`src/design/rv_pkg.sv`:
```
package rv_pkg;

  // --------------------
  // widths
  // --------------------
  localparam int xlen  = 64;
  localparam int ilen  = 32;
  localparam int imm_w = 12;

  localparam int dmem_depth_default = 256;  // doublewords

  typedef logic [xlen-1:0]  xlen_t;      // register or data word
  typedef logic [ilen-1:0]  instr_t;     // raw instruction
  typedef logic [4:0]       reg_addr_t;  // register index
  typedef logic [imm_w-1:0] imm_t;       // raw 12-bit immediate

  // --------------------
  // encodings
  // --------------------
  typedef enum logic [2:0] {
    alu_add,
    alu_sub,
    alu_and,
    alu_or,
    alu_xor,
    alu_sll,
    alu_srl,
    alu_slt
  } alu_op_t;

  typedef enum logic [6:0] {
    op_reg   = 7'b0110011,  // R-type alu
    op_imm   = 7'b0010011,  // I-type alu
    op_load  = 7'b0000011,
    op_store = 7'b0100011
  } opcode_t;

  // --------------------
  // stage registers
  // --------------------
  typedef struct packed {
    logic      valid;
    alu_op_t   alu_op;
    reg_addr_t rd;
    reg_addr_t rs1;
    reg_addr_t rs2;
    xlen_t     rs1_data;    // register file value, not yet forwarded
    xlen_t     rs2_data;
    xlen_t     imm_ext;     // sign extended I or S immediate
    logic      use_imm;     // second operand is the immediate
    logic      reg_wr;      // writes rd, never set for rd 0
    logic      mem_rd;
    logic      mem_wr;
  } dec_stage_t;

  typedef struct packed {
    logic      valid;
    reg_addr_t rd;
    logic      reg_wr;
    logic      mem_rd;
    logic      mem_wr;
    xlen_t     result;      // alu result or memory address
    xlen_t     store_data;
  } exe_stage_t;

  typedef struct packed {
    logic      valid;
    reg_addr_t rd;
    xlen_t     data;
  } wb_t;

endpackage

```
`src/design/rv_decode.sv`:
```
module rv_decode (
  input  logic               clk,
  input  logic               rst,
  input  logic               instr_valid,
  input  rv_pkg::instr_t     instr,
  output rv_pkg::reg_addr_t  rs1,
  output rv_pkg::reg_addr_t  rs2,
  input  rv_pkg::xlen_t      rs1_data,
  input  rv_pkg::xlen_t      rs2_data,
  output rv_pkg::dec_stage_t dec
);

  rv_pkg::opcode_t    opcode;
  logic [2:0]         funct3;
  logic               funct7_alt;  // instr[30], picks sub over add
  rv_pkg::reg_addr_t  rd;
  rv_pkg::imm_t       imm_i;
  rv_pkg::imm_t       imm_s;
  logic               legal;
  rv_pkg::dec_stage_t dec_next;

  // --------------------
  // field split
  // --------------------
  assign opcode     = rv_pkg::opcode_t'(instr[6:0]);
  assign rd         = instr[11:7];
  assign funct3     = instr[14:12];
  assign rs1        = instr[19:15];
  assign rs2        = instr[24:20];
  assign funct7_alt = instr[30];
  assign imm_i      = instr[31:20];
  assign imm_s      = {instr[31:25], instr[11:7]};

  always_comb begin
    legal             = 1'b0;
    dec_next          = '0;
    dec_next.alu_op   = rv_pkg::alu_add;  // also the address adder for ld/sd
    dec_next.rd       = rd;
    dec_next.rs1      = rs1;
    dec_next.rs2      = rs2;
    dec_next.rs1_data = rs1_data;
    dec_next.rs2_data = rs2_data;
    dec_next.imm_ext  = {{(rv_pkg::xlen - rv_pkg::imm_w){imm_i[rv_pkg::imm_w-1]}}, imm_i};

    case (opcode)
      rv_pkg::op_reg: begin
        legal           = 1'b1;
        dec_next.reg_wr = (rd != '0);
        case (funct3)
          3'b000:  dec_next.alu_op = funct7_alt ? rv_pkg::alu_sub : rv_pkg::alu_add;
          3'b001:  dec_next.alu_op = rv_pkg::alu_sll;
          3'b010:  dec_next.alu_op = rv_pkg::alu_slt;
          3'b100:  dec_next.alu_op = rv_pkg::alu_xor;
          3'b101:  dec_next.alu_op = rv_pkg::alu_srl;
          3'b110:  dec_next.alu_op = rv_pkg::alu_or;
          3'b111:  dec_next.alu_op = rv_pkg::alu_and;
          default: legal = 1'b0;  // sltu not supported
        endcase
      end
      rv_pkg::op_imm: begin
        legal            = 1'b1;
        dec_next.use_imm = 1'b1;
        dec_next.reg_wr  = (rd != '0);
        case (funct3)
          3'b000:  dec_next.alu_op = rv_pkg::alu_add;
          3'b100:  dec_next.alu_op = rv_pkg::alu_xor;
          3'b110:  dec_next.alu_op = rv_pkg::alu_or;
          3'b111:  dec_next.alu_op = rv_pkg::alu_and;
          default: legal = 1'b0;
        endcase
      end
      rv_pkg::op_load: begin
        legal            = (funct3 == 3'b011);  // ld only
        dec_next.use_imm = 1'b1;
        dec_next.mem_rd  = 1'b1;
        dec_next.reg_wr  = (rd != '0);
      end
      rv_pkg::op_store: begin
        legal            = (funct3 == 3'b011);  // sd only
        dec_next.use_imm = 1'b1;
        dec_next.mem_wr  = 1'b1;
        dec_next.imm_ext = {{(rv_pkg::xlen - rv_pkg::imm_w){imm_s[rv_pkg::imm_w-1]}}, imm_s};
      end
      default: legal = 1'b0;
    endcase

    dec_next.valid = instr_valid & legal;
    if (!dec_next.valid) begin
      // bubble carries no side effects
      dec_next.reg_wr = 1'b0;
      dec_next.mem_rd = 1'b0;
      dec_next.mem_wr = 1'b0;
    end
  end

  always_ff @(posedge clk) begin
    if (rst) begin
      dec <= '0;
    end else begin
      dec <= dec_next;
    end
  end

endmodule

```
`config.mk`:
```
export PLATFORM = sky130hd
export DESIGN_NAME = rv_decode
export DESIGN_NICKNAME = d
export VERILOG_FILES = /design/src/design/rv_pkg.sv /design/src/design/rv_decode.sv
export SDC_FILE = /design/constraint.sdc
export NUM_CORES = 1
export LEC_CHECK = 0
export BUFFER_PORTS_ARGS = -buffer_cell sky130_fd_sc_hd__clkbuf_2
export CORE_AREA = 2 2 152 154
export CTS_CLUSTER_DIAMETER = 120
export DETAILED_ROUTE_END_ITERATION = 12
export DIE_AREA = 0 0 154 156
export PLACE_DENSITY_LB_ADDON = 0.3
export SETUP_SLACK_MARGIN = 0.4
export SYNTH_ARGS = -nofsm -noshare
export SYNTH_HDL_FRONTEND = slang
export SYNTH_SLANG_ARGS = --single-unit
```
`constraint.sdc`:
```
create_clock -name clk -period 1.6 [get_ports clk]
set_input_delay 0 -clock clk [delete_from_list [all_inputs] [get_ports clk]]
set_output_delay 0 -clock clk [all_outputs]
set_load 0.01 [all_outputs]
```
==> results.json <==
{
  "grt_max_degree": 86,
  "setup_tns_ns": 0,
  "regMostFlops": "dec",
  "grt_remaining_overflow": 0,
  "cellLeakagePower_nw": 4.47,
  "synth_top_family_by_area": "simple AND/OR/NAND/NOR gates",
  "max_stage_delay_ns": 0.55,
  "avgSynthCellArea_um2": 11.6,
  "hold_ws_ns": 0.0567,
  "worstPathCellList": "dlygate4sd3_1 -> clkbuf_2 -> or4_1 -> nor2_1 -> nor4b_4",
  "relSlewSlack": 0.738,
  "internal-power_mw": 7.05,
  "seq_power_share": 0.454,
  "synth_ff_type": "dfxtp_1",
  "cts_buffers": 17,
  "worstPathRequired_ns": 1.89,
  "htreeDepth": 4,
  "synth_top_area_cell": "dfxtp_1",
  "max_clock_freq_ghz": 0.860,
  "synth_compound_area_frac": 0.00992,
  "dp_slack_ns": 0.447,
  "startpoint_type": "primary input",
  "viasPerCell": 3.78,
  "drtAntennaViolNets": 0,
  "tightest_slew_ns": 0.393,
  "seq_area_frac_synth": 0.647,
  "status": "finished clean",
  "ys_warn_count": 0,
  "fp-row-count": 55,
  "antenna_found_initial": 1,
  "largest_reg_flops": 163,
  "combPwrFrac": 0.133,
  "drive_gt1_frac": 0.462,
  "area_delta_synth_final_pct": 80.2,
  "clkSinkCount": 163,
  "rsz0062_at_grt": "yes",
  "multiInputGateArea_um2": 1250,
  "power.switching_mw": 2.46,
  "synth_commonest_cells": "dfxtp_1 (163), nor2b_1 (151), buf_4 (62)",
  "period_share": 0.727,
  "swShare": 0.259,
  "layout_setup_ws_ns": 0.437,
  "synth-simple-area-share": 0.225,
  "fillers": 2175,
  "io_pins": 388,
  "core-area_um2": 22400,
  "synth-seq-cells": 163,
  "drv_slew": 0,
  "cpMaxStageDelayCell": "dlygate4sd3_1",
  "die_x_um": 154,
  "netlist_area_um2": 5040,
  "setup_viol": 0,
  "track_usage": 0.131,
  "wl_per_cell_um": 13.3,
  "cts_root_buf": "clkbuf_16",
  "synth.distinct_cells": 28,
  "arrival_ns": 1.46,
  "synth.area.mux_share": 0.00992,
  "fp.dieArea_um2": 24000,
  "synth_xor_xnor_area_share": 0,
  "place_inst": 1029,
  "layout.nets": 1088,
  "place.gp.congestion": 0.771,
  "synth_adder_area_share": 0.00223,
  "post-dp-hpwl_um": 11100,
  "vias": 4628,
  "clkTransAtPathRegs_ns": 0.06,
  "yosysMostFrequentCell": "dfxtp_1",
  "regArea_um2": 3260,
  "hold_viol": 0,
  "post-route-min-period_ns": 1.16,
  "initial_core_util": 0.226,
  "yosysTopAreaCellShare": 0.647,
  "power_frac_clock": 0.413,
  "cts_buffer_depth": 2,
  "syn_nets": 596,
  "vdd_drop_max_uv": 658,
  "async_flop_share": 0,
  "p_per_area_nw_per_um2": 1050,
  "end_kind": "flip-flop",
  "dr.first_iter.drc_count": 99,
  "cts_tree": "done",
  "grt_pass1_vias": 4769,
  "finalWirelength_um": 16300,
  "fin_cells": 1224,
  "die_h_um": 156,
  "grt_first_pass_wirelength_um": 24300,
  "largestRegisters": "dec: 163 flops",
  "synth_cells": 433,
  "critPathMaxFanout": 3,
  "io_buffers": 387,
  "synth.area.top_cells": "dfxtp_1 (65%), nor2b_1 (19%), buf_4 (9.2%)",
  "hp-class": "in2reg",
  "critical_path_class": "in2reg",
  "firstDrtPassIters": 4,
  "post-route-drc-count": 0,
  "synth_edf_count": 0,
  "maxCapViolCount": 0
}
==> worst max-delay path, delay by kind of cell <==
family / cells / cell delay [ns]
AND/OR/NAND/NOR: 3 / 0.78
buffers and inverters: 2 / 0.68
==> final cells by class <==
class                           instances  share of cell area
Multi-Input combinational cell        189               0.138
Timing Repair Buffer                  552               0.400
Clock buffer                           18              0.0472
Tap cell                              285              0.0392
Sequential cell                       163               0.359
Clock inverter                         14              0.0157
Antenna cell                            1            0.000275
Inverter                                2            0.000826
==> through the flow <==
stage                     instance area, um^2   util  total power, mW
after floorplan                          5040      -             4.90
after global placement                   6860  0.307             5.34
after detailed placement                 6860  0.307             5.34
after CTS                                9040  0.404             9.70
after global routing                     9090  0.406             9.99
final                                    9090  0.406             9.51
==> layout by cell type (no fill, tap or decap), drive strengths merged, types with 2 or more instances in the layout <==
master	n
clkbuf	405
dfxtp	163
dlygate4sd3	160
nor2b	151
nor2	9
inv	9
mux2i	5
buf	5
a21oi	4
clkinvlp	4
nor3	3
clkinv	3
nand2	2
nor4b	2
==> timing repair <==
action	CTS	global route
gates cloned	0	1
setup buffers	0	1
endpoints found under the setup margin	53	16
hold buffers	160	0
gates resized for setup	3	1
pin swaps	0	1
endpoints found under the hold margin	163	0
==> power by group through the flow <==
stage / clock network [mW] / registers, mW / logic [mW]
floorplan: 0 / 4.53 / 0.364
global placement: 0 / 4.40 / 0.932
detailed placement: 0 / 4.41 / 0.933
CTS: 4.12 / 4.32 / 1.25
global route: 4.29 / 4.34 / 1.36
finish: 3.93 / 4.32 / 1.26
==> logic make-up after synthesis <==
logic type | Yosys count
compound gates | 8
buf+inv | 81
simple gates | 175
fa+ha+maj | 1
mux | 5
flops | 163
==> routing by layer <==
metal	GRT usage	part of all wire	wire length, um	vias to the layer above
met5	0	0	0	-
met4	0.0632	0.030	488	0
met3	0.0422	0.076	1230	31
met2	0.237	0.51	8320	250
met1	0.136	0.38	6270	2086
li1	-	-	-	2261
==> final timing paths <==
path      from           endpoint  slack (ns)  depth (start not counted)
max   instr[7]  dec[2]$_SDFF_PP0_        0.44                          5
min   instr[1]  dec[8]$_SDFF_PP0_        0.06                          4
Power figures use the tool's default switching activity.
